## src/hw/cart_io_pkg.sv

```systemverilog
/*
 * Shared types and constants for the cartridge and game-port control core.
 * Pad words, the DB9 mode enum, the cheat record layout and the backup RAM
 * command word all live here. Other files reach them by scoped names.
 */

package cart_io_pkg;

	// ========================================================================
	// Pads and DB9
	// ========================================================================

	localparam int PAD_BITS  = 7;
	localparam int DB9_BITS  = 6;     // tr, tl, up, down, left, right
	localparam int PAD_COUNT = 4;

	localparam int SPLIT_PERIOD = 256; // Clocks between splitter captures

	localparam int TAP_TMR_BITS = 16;
	localparam logic [TAP_TMR_BITS-1:0] TAP_TIMEOUT = 16'd57000; // ce_cpu ticks

	// Positive logic, 1 = pressed
	typedef struct packed {
		logic pause;
		logic tr;
		logic tl;
		logic up;
		logic down;
		logic left;
		logic right;
	} pad_t;

	typedef enum logic [1:0] {
		DB9_P1    = 2'd0,
		DB9_P2    = 2'd1,
		DB9_SPLIT = 2'd2,
		DB9_OFF   = 2'd3
	} db9_mode_e;

	typedef struct packed {
		db9_mode_e db9_mode;
		logic      swap;        // Exchange pads 0 and 1
		logic      multitap_en; // Four pads on port A
	} pad_cfg_t;

	// ========================================================================
	// Cheat records
	// ========================================================================

	typedef struct packed {
		logic       wr;
		logic       code_sel;   // Download targets the cheat slot
		logic [3:0] addr;
		logic [7:0] data;
	} byte_load_t;

	// Each field is little-endian, replace sits at the bottom
	typedef struct packed {
		logic [31:0] flags;
		logic [31:0] address;
		logic [31:0] compare;
		logic [31:0] replace;
	} cheat_fields_t;

	// Byte n of the download lands on bits 8n+7..8n
	typedef union packed {
		logic [15:0][7:0] bytes;
		cheat_fields_t    fields;
	} cheat_rec_u;

	// ========================================================================
	// Backup RAM
	// ========================================================================

	localparam int SECTORS  = 64;
	localparam int LBA_BITS = 6;

	typedef struct packed {
		logic load;
		logic save;
	} bk_req_t;

	typedef struct packed {
		logic [LBA_BITS-1:0] lba;
		logic                rd;
		logic                wr;
	} sd_cmd_t;

endpackage

```

## src/hw/pad_router.sv

```systemverilog
/*
 * Routes host pads and the DB9 joystick to the two console ports.
 * In splitter mode two DB9 pads are sampled alternately on one connector.
 * Port words are registered and negative logic (1 = released).
 */

module pad_router (
	input  logic                                           clk_sys,
	input  logic                                           rst_n,
	input  cart_io_pkg::pad_cfg_t                          cfg,
	input  cart_io_pkg::pad_t [cart_io_pkg::PAD_COUNT-1:0] pads,
	input  logic [cart_io_pkg::DB9_BITS-1:0]               db9,
	input  logic [1:0]                                     pad_idx,
	output cart_io_pkg::pad_t                              port_a,
	output cart_io_pkg::pad_t                              port_b,
	output logic                                           splitter_select
);

	logic [$clog2(cart_io_pkg::SPLIT_PERIOD)-1:0] prescale;
	logic [cart_io_pkg::DB9_BITS-1:0]             split_p1, split_p2;
	logic [cart_io_pkg::DB9_BITS-1:0]             db_p1, db_p2;
	cart_io_pkg::pad_t [cart_io_pkg::PAD_COUNT-1:0] merged, routed;

	// ========================================================================
	// Splitter capture
	// ========================================================================

	always_ff @(posedge clk_sys) begin
		if (!rst_n) begin
			prescale        <= '0;
			split_p1        <= '0;
			split_p2        <= '0;
			splitter_select <= 1'b1;
		end else if (cfg.db9_mode == cart_io_pkg::DB9_SPLIT) begin
			prescale <= prescale + 1'b1;
			if (&prescale) begin // Wrap
				if (splitter_select)
					split_p1 <= db9;
				else
					split_p2 <= db9;
				splitter_select <= ~splitter_select;
			end
		end
	end

	// ========================================================================
	// Merge and swap
	// ========================================================================

	always_comb begin
		db_p1 = '0;
		db_p2 = '0;
		case (cfg.db9_mode)
			cart_io_pkg::DB9_P1:    db_p1 = db9;
			cart_io_pkg::DB9_P2:    db_p2 = db9;
			cart_io_pkg::DB9_SPLIT: begin
				db_p1 = split_p1;
				db_p2 = split_p2;
			end
			default: ;              // DB9 unused
		endcase

		merged    = pads;
		merged[0] = cart_io_pkg::pad_t'(pads[0] | {1'b0, db_p1});
		merged[1] = cart_io_pkg::pad_t'(pads[1] | {1'b0, db_p2});

		routed = merged;
		if (cfg.swap) begin
			routed[0] = merged[1];
			routed[1] = merged[0];
		end
	end

	always_ff @(posedge clk_sys) begin
		if (!rst_n) begin
			port_a <= '1; // All released
			port_b <= '1;
		end else begin
			port_a <= ~routed[pad_idx];
			port_b <= cfg.multitap_en ? '1 : ~routed[1]; // Tap owns both ports
		end
	end

endmodule

```

## src/hw/multitap_timer.sv

```systemverilog
/*
 * Multitap pad selector. Each TH falling edge steps to the next pad, and a
 * long TH-high period restarts the scan at pad 0. Everything is sampled
 * on ce_cpu ticks.
 */

module multitap_timer (
	input  logic       clk_sys,
	input  logic       rst_n,
	input  logic       ce_cpu,
	input  logic       th,
	input  logic       multitap_en,
	output logic [1:0] pad_idx
);

	logic [cart_io_pkg::TAP_TMR_BITS-1:0] tmr; // TH high time
	logic                                 th_d;
	logic                                 th_fall;

	assign th_fall = th_d & ~th;

	always_ff @(posedge clk_sys) begin
		if (!rst_n) begin
			tmr     <= '0;
			th_d    <= 1'b0;
			pad_idx <= 2'd0;
		end else begin
			if (ce_cpu) begin
				// Timer saturates just past the timeout
				if (tmr > cart_io_pkg::TAP_TIMEOUT)
					pad_idx <= 2'd0;
				else if (th)
					tmr <= tmr + 1'b1;

				th_d <= th;

				if (th_fall) begin
					tmr <= '0;
					// Edge ending a long high period starts a new scan
					if (tmr < cart_io_pkg::TAP_TIMEOUT)
						pad_idx <= pad_idx + 1'b1;
				end
			end

			if (!multitap_en)
				pad_idx <= 2'd0; // Single pad on port A
		end
	end

endmodule

```

## src/hw/cheat_loader.sv

```systemverilog
/*
 * Builds one cheat record from a 16-byte download.
 * Bytes land in the record's byte view at their download address, and a
 * one-cycle strobe follows the last byte so the consumer reads the fields.
 */

module cheat_loader (
	input  logic                    clk_sys,
	input  logic                    rst_n,
	input  cart_io_pkg::byte_load_t load,
	output cart_io_pkg::cheat_rec_u cheat_rec,
	output logic                    cheat_strobe
);

	logic take;
	logic last_byte;

	assign take      = load.wr & load.code_sel;
	assign last_byte = &load.addr; // Address 15 closes the record

	// ========================================================================
	// Record assembly
	// ========================================================================

	always_ff @(posedge clk_sys) begin
		if (take)
			cheat_rec.bytes[load.addr] <= load.data;
	end

	// ========================================================================
	// Record strobe
	// ========================================================================

	// Record is complete the cycle the strobe is seen
	always_ff @(posedge clk_sys) begin
		if (!rst_n)
			cheat_strobe <= 1'b0;
		else
			cheat_strobe <= take & last_byte;
	end

endmodule

```

## src/hw/backup_sequencer.sv

```systemverilog
/*
 * Backup RAM transfer FSM. A load or save request moves all sectors between
 * backup RAM and the SD interface, one rd or wr command per sector.
 * The host acknowledges each sector with a high pulse on sd_ack.
 */

module backup_sequencer (
	input  logic                 clk_sys,
	input  logic                 rst_n,
	input  cart_io_pkg::bk_req_t req,
	input  logic                 img_writable,
	input  logic                 sd_ack,
	output cart_io_pkg::sd_cmd_t sd,
	output logic                 bk_busy,    // Transfer state
	output logic                 bk_loading
);

	logic load_d, save_d, ack_d;
	logic load_rise, save_rise;
	logic ack_rise, ack_fall;
	logic start;
	logic last_sector;

	// ========================================================================
	// Edge detection
	// ========================================================================

	always_ff @(posedge clk_sys) begin
		if (!rst_n) begin
			load_d <= 1'b0;
			save_d <= 1'b0;
			ack_d  <= 1'b0;
		end else begin
			load_d <= req.load;
			save_d <= req.save;
			ack_d  <= sd_ack;
		end
	end

	assign load_rise = req.load & ~load_d;
	assign save_rise = req.save & ~save_d;
	assign ack_rise  = sd_ack & ~ack_d;
	assign ack_fall  = ~sd_ack & ack_d;

	assign start       = ~bk_busy & img_writable & (load_rise | save_rise);
	assign last_sector = (sd.lba == (cart_io_pkg::SECTORS - 1));

	// ========================================================================
	// Transfer FSM
	// ========================================================================

	always_ff @(posedge clk_sys) begin
		if (!rst_n) begin
			sd         <= '0;
			bk_busy    <= 1'b0;
			bk_loading <= 1'b0;
		end else begin
			if (ack_rise) begin // Host took the command
				sd.rd <= 1'b0;
				sd.wr <= 1'b0;
			end

			if (!bk_busy) begin
				if (start) begin
					bk_busy    <= 1'b1;
					bk_loading <= load_rise; // Load wins a tie
					sd.lba     <= '0;
					sd.rd      <= load_rise;
					sd.wr      <= ~load_rise;
				end
			end else if (ack_fall) begin
				if (last_sector) begin
					bk_busy    <= 1'b0;
					bk_loading <= 1'b0;
				end else begin
					sd.lba <= sd.lba + 1'b1;
					// Same direction for the next sector
					sd.rd  <= bk_loading;
					sd.wr  <= ~bk_loading;
				end
			end
		end
	end

endmodule

```

## src/hw/cart_io_top.sv

```systemverilog
/*
 * Top level of the game-port and cartridge-side control logic.
 * Ties the pad router, multitap timer, cheat loader and backup sequencer
 * to the platform side.
 */

module cart_io_top (
	input  logic                                           clk_sys,
	input  logic                                           rst_n,
	input  logic                                           ce_cpu,
	input  cart_io_pkg::pad_cfg_t                          cfg,
	input  cart_io_pkg::pad_t [cart_io_pkg::PAD_COUNT-1:0] pads,
	input  logic [cart_io_pkg::DB9_BITS-1:0]               db9,
	input  logic                                           th,
	input  cart_io_pkg::byte_load_t                        load,
	input  cart_io_pkg::bk_req_t                           req,
	input  logic                                           img_writable,
	input  logic                                           sd_ack,
	output cart_io_pkg::pad_t                              port_a,
	output cart_io_pkg::pad_t                              port_b,
	output logic                                           splitter_select,
	output cart_io_pkg::cheat_rec_u                        cheat_rec,
	output logic                                           cheat_strobe,
	output cart_io_pkg::sd_cmd_t                           sd,
	output logic                                           bk_busy,
	output logic                                           bk_loading
);

	logic [1:0] pad_idx; // Multitap pad on port A

	// ========================================================================
	// Game ports
	// ========================================================================

	multitap_timer u_tap (
		.clk_sys     (clk_sys),
		.rst_n       (rst_n),
		.ce_cpu      (ce_cpu),
		.th          (th),
		.multitap_en (cfg.multitap_en),
		.pad_idx     (pad_idx)
	);

	pad_router u_pads (
		.clk_sys         (clk_sys),
		.rst_n           (rst_n),
		.cfg             (cfg),
		.pads            (pads),
		.db9             (db9),
		.pad_idx         (pad_idx),
		.port_a          (port_a),
		.port_b          (port_b),
		.splitter_select (splitter_select)
	);

	// ========================================================================
	// Cartridge side
	// ========================================================================

	cheat_loader u_cheat (
		.clk_sys      (clk_sys),
		.rst_n        (rst_n),
		.load         (load),
		.cheat_rec    (cheat_rec),
		.cheat_strobe (cheat_strobe)
	);

	backup_sequencer u_backup (
		.clk_sys      (clk_sys),
		.rst_n        (rst_n),
		.req          (req),
		.img_writable (img_writable),
		.sd_ack       (sd_ack),
		.sd           (sd),
		.bk_busy      (bk_busy),
		.bk_loading   (bk_loading)
	);

endmodule

```

## config.mk

```make
export PLATFORM = sky130hd
export DESIGN_NAME = cart_io_top
export DESIGN_NICKNAME = d
export VERILOG_FILES = /design/src/hw/cart_io_pkg.sv /design/src/hw/pad_router.sv /design/src/hw/multitap_timer.sv /design/src/hw/cheat_loader.sv /design/src/hw/backup_sequencer.sv /design/src/hw/cart_io_top.sv
export SDC_FILE = /design/constraint.sdc
export NUM_CORES = 1
export LEC_CHECK = 0
export BUFFER_PORTS_ARGS = -buffer_cell sky130_fd_sc_hd__buf_2
export CELL_PAD_IN_SITES_DETAIL_PLACEMENT = 0
export CELL_PAD_IN_SITES_GLOBAL_PLACEMENT = 1
export CORE_ASPECT_RATIO = 0.5
export CORE_MARGIN = 3
export CORE_UTILIZATION = 43
export CTS_BUF_LIST = sky130_fd_sc_hd__clkbuf_4 sky130_fd_sc_hd__clkbuf_8
export DETAILED_ROUTE_END_ITERATION = 10
export GPL_ROUTABILITY_DRIVEN = 0
export PLACE_DENSITY_LB_ADDON = 0.1
export SLEW_MARGIN = 20
export SYNTH_ARGS = -nofsm -noshare
export SYNTH_HDL_FRONTEND = slang
export SYNTH_HIERARCHICAL = 1
export SYNTH_SLANG_ARGS = --single-unit
```

## constraint.sdc

```tcl
create_clock -name clk_sys -period 2 [get_ports clk_sys]
set_clock_uncertainty 0.1 [all_clocks]
set_input_delay 0.4 -clock clk_sys [delete_from_list [all_inputs] [get_ports clk_sys]]
set_output_delay 0.4 -clock clk_sys [all_outputs]
set_load 0.02 [all_outputs]
```

==> metrics.cfg <==
[critical_path]
crit_path_end=u_tap/tmr[12]$_SDFFE_PN0P_
critPathLaunchType=register
worstSetupPathType=reg2reg
required_ps=2300
rr_startpoint=u_tap/tmr[0]$_SDFFE_PN0P_
startpoint=u_tap/tmr[0]$_SDFFE_PN0P_
reg2regPathDepth=5
arrival_ps=2100
r2r_slack_ps=200
path_max_fanout=6
end_kind=register
r2r-end=u_tap/tmr[12]$_SDFFE_PN0P_

[die]
start_util_pct=45.08
io_pins=214
core_area_um2=16850
die_area_um2=19390
die_w_um=194.0
rows=33
die_y_um=99.98

[drt]
detail_route.vias_per_cell=5.213
drtAntennaViolNets=0
drc=0
wl_per_cell_um=18.10
vias=5406
wl_um=18770
firstDrtPassIters=5
drtIter0Drc=300

[synth]
synth-async-reset-ratio_pct=0
synth_area_um2=7595
synth_edf_count=128
syn_avg_cell_area_um2=13.76
ys.flop_type=edfxtp_1
synth.net_count=620
synth_cells=552
ys_types=69
ys_seq_area_share_pct=68.53
yosysWarnings=6
ys_ff_latch=196

[layout]
syn_to_final_growth_pct=25.22
n_antenna_cell=0
drive_above_1_share_pct=36.79
stdcell_area_um2=9510
fill_cells=1412
final_net_count=865
final_util_pct=56.45

[clock_tree]
htree_levels=4
ctsLongestPathBuffers=2
cts_resized=0
postCtsSetupRepairBufs=0
cts-root-buf=clkbuf_8
cts_hold_buf=0
worst_skew_pair.late_latency_ps=470
path_clk_slew_ps=100
cts_inserted_buffers=17
cts_tree=built
cts.sinks=196

[placement]
dpl_cell_area_um2=9086
dpl_worst_slack_ps=15.68
place_hpwl_um=13400
port_buffers=213

[grt]
grt_max_degree=34
gr-total-overflow=0
grt_pass1_wl_um=28930
antenna_found_initial=0
grt_pass1_vias=5041
grt.total_usage_pct=19.27

[power]
p_leak_nw=3.613
power_density_nw_per_um2=799.6
ir_drop_uv=378.6

[sta]
max_freq_mhz=556.6
hold_ws_ps=54.42
layout_min_cycle_time_ps=1797
setup_viol=0
report.final.slew_viol_count=0
relSlewSlack_pct=61.85
fin_crit_sh_pct=89.83
fin_ws_ps=203.5
rsz0062_at_grt=false
finalSetupTns_ps=0
hold_viol=0
tightestPinTransition_ps=567.1

[worst_hold_path]
worst_hold_path_type=in2reg

[run_status]
status=complete, no violations

[job]
maxCapViolCount=0

## worst max-delay path, cell delays in order (launching register included)
cell	delay, ps
dfxtp_1	420
ha_1	220
o21a_1	200
nand2_1	150
a2111oi_2	430
mux2i_1	210
## flip-flops by register name, indices dropped and copies added, names as in the netlist, 6 cells and up
name	cells
u_pads/prescale	8
u_backup/sd	8
u_pads/port_a	7
u_pads/port_b	7
u_pads/split_p2	6
u_tap/tmr	16
u_pads/split_p1	6
u_cheat/cheat_rec	128
## cell usage after synthesis (3+ instances only)
cell / instances / area, um2
o41ai_1: 4 / 35.03
or4_1: 4 / 30.03
o21bai_1: 6 / 45.04
and3_1: 5 / 31.28
nand4b_1: 5 / 43.79
a2111o_1: 3 / 33.78
o21ai_0: 12 / 60.06
a21boi_0: 3 / 22.52
xor2_1: 3 / 26.28
ha_1: 8 / 100.1
buf_6: 3 / 33.78
nor3_1: 6 / 30.03
nand3_1: 12 / 60.06
edfxtp_1: 128 / 3844
a21oi_1: 11 / 55.05
dfxtp_1: 68 / 1361
a222oi_1: 5 / 50.05
inv_1: 22 / 82.58
nand2_1: 50 / 187.7
nand4bb_1: 3 / 33.78
buf_2: 5 / 25.02
xnor2_1: 3 / 26.28
o211ai_1: 14 / 105.1
mux2i_1: 20 / 200.2
nand4_1: 11 / 68.82
nand2b_1: 12 / 75.07
o21ai_1: 4 / 20.02
a31oi_1: 5 / 31.28
a22oi_1: 10 / 75.07
nand3b_1: 6 / 45.04
nor2_1: 22 / 82.58
o2111ai_1: 6 / 52.55
o31ai_1: 5 / 37.54
clkbuf_1: 8 / 30.03
mux2_2: 7 / 78.83
and2_1: 8 / 50.05
## metal layers
metal | GRT usage (%) | share of wire [%] | up-vias
met5 | 0 | 0 | -
met4 | 4.851 | 0.63 | 0
met3 | 4.829 | 6.0 | 10
met2 | 29.86 | 45 | 189
met1 | 27.60 | 48 | 2602
li1 | - | - | 2605
## per-stage QoR
stage | power, mW | cells
2_1_floorplan | 4.740 | 552
3_3_place_gp | 4.979 | 1005
3_5_place_dp | 4.980 | 1005
4_1_cts | 7.684 | 1037
5_1_grt | 7.916 | 1037
6_report | 7.604 | 1037
## layout by cell type (no fill, tap or decap), drive strengths merged, types with 10 or more instances in the layout
master,synthesis,routed
nand2b,12,12
inv,22,30
nand2,51,51
nand3,14,14
buf,10,244
a21oi,11,11
edfxtp,128,128
clkbuf,8,18
dfxtp,68,68
nor2,23,23
mux2i,20,20
a22oi,10,10
o21ai,17,17
o211ai,14,14
nand4,13,13
## layout make-up
class / instances / area (um2) / area share, %
clock buffer: 18 / 241.5 / 2.539
clock inverter: 14 / 182.7 / 1.921
inverter: 22 / 82.58 / 0.8683
multi-input combinational: 316 / 2203 / 23.17
sequential: 196 / 5205 / 54.73
tap: 227 / 284.0 / 2.986
timing repair buffer: 244 / 1311 / 13.79
## power breakdown
group	total, mW	switching, mW	internal, mW
combinational	0.487	0.316	0.171
clock	2.72	1.53	1.19
sequential	4.40	0.0317	4.37
## how the worst min path moves through the flow
stage | from | endpoint | slack [ps] | cells past startpoint
after global routing | req[1] | u_backup/load_d$_SDFF_PN0_ | 40 | 2
after CTS | req[1] | u_backup/load_d$_SDFF_PN0_ | 20 | 2
final | req[0] | u_backup/save_d$_SDFF_PN0_ | 50 | 2
after detailed placement | u_pads/split_p1[2]$_SDFFE_PN0P_ | u_pads/split_p1[2]$_SDFFE_PN0P_ | 360 | 2
after global placement | u_pads/split_p1[5]$_SDFFE_PN0P_ | u_pads/split_p1[5]$_SDFFE_PN0P_ | 350 | 2
after floorplan | u_pads/split_p1[0]$_SDFFE_PN0P_ | u_pads/split_p1[0]$_SDFFE_PN0P_ | 330 | 2
## cell families (layout without fill, tap and decap cells)
family | count (synthesis) | in the layout | share of synthesized area, %
XOR/XNOR | 6 | 6 | 0.6921
buffers and inverters | 40 | 298 | 2.455
adder cells (fa/ha/maj) | 8 | 8 | 1.318
AO/OA/AOI/OAI | 108 | 108 | 10.74
multiplexers | 27 | 27 | 3.674
AND/OR/NAND/NOR | 167 | 167 | 12.59
flip-flops | 196 | 196 | 68.53
No activity file was read; power rests on OpenSTA's default activity.
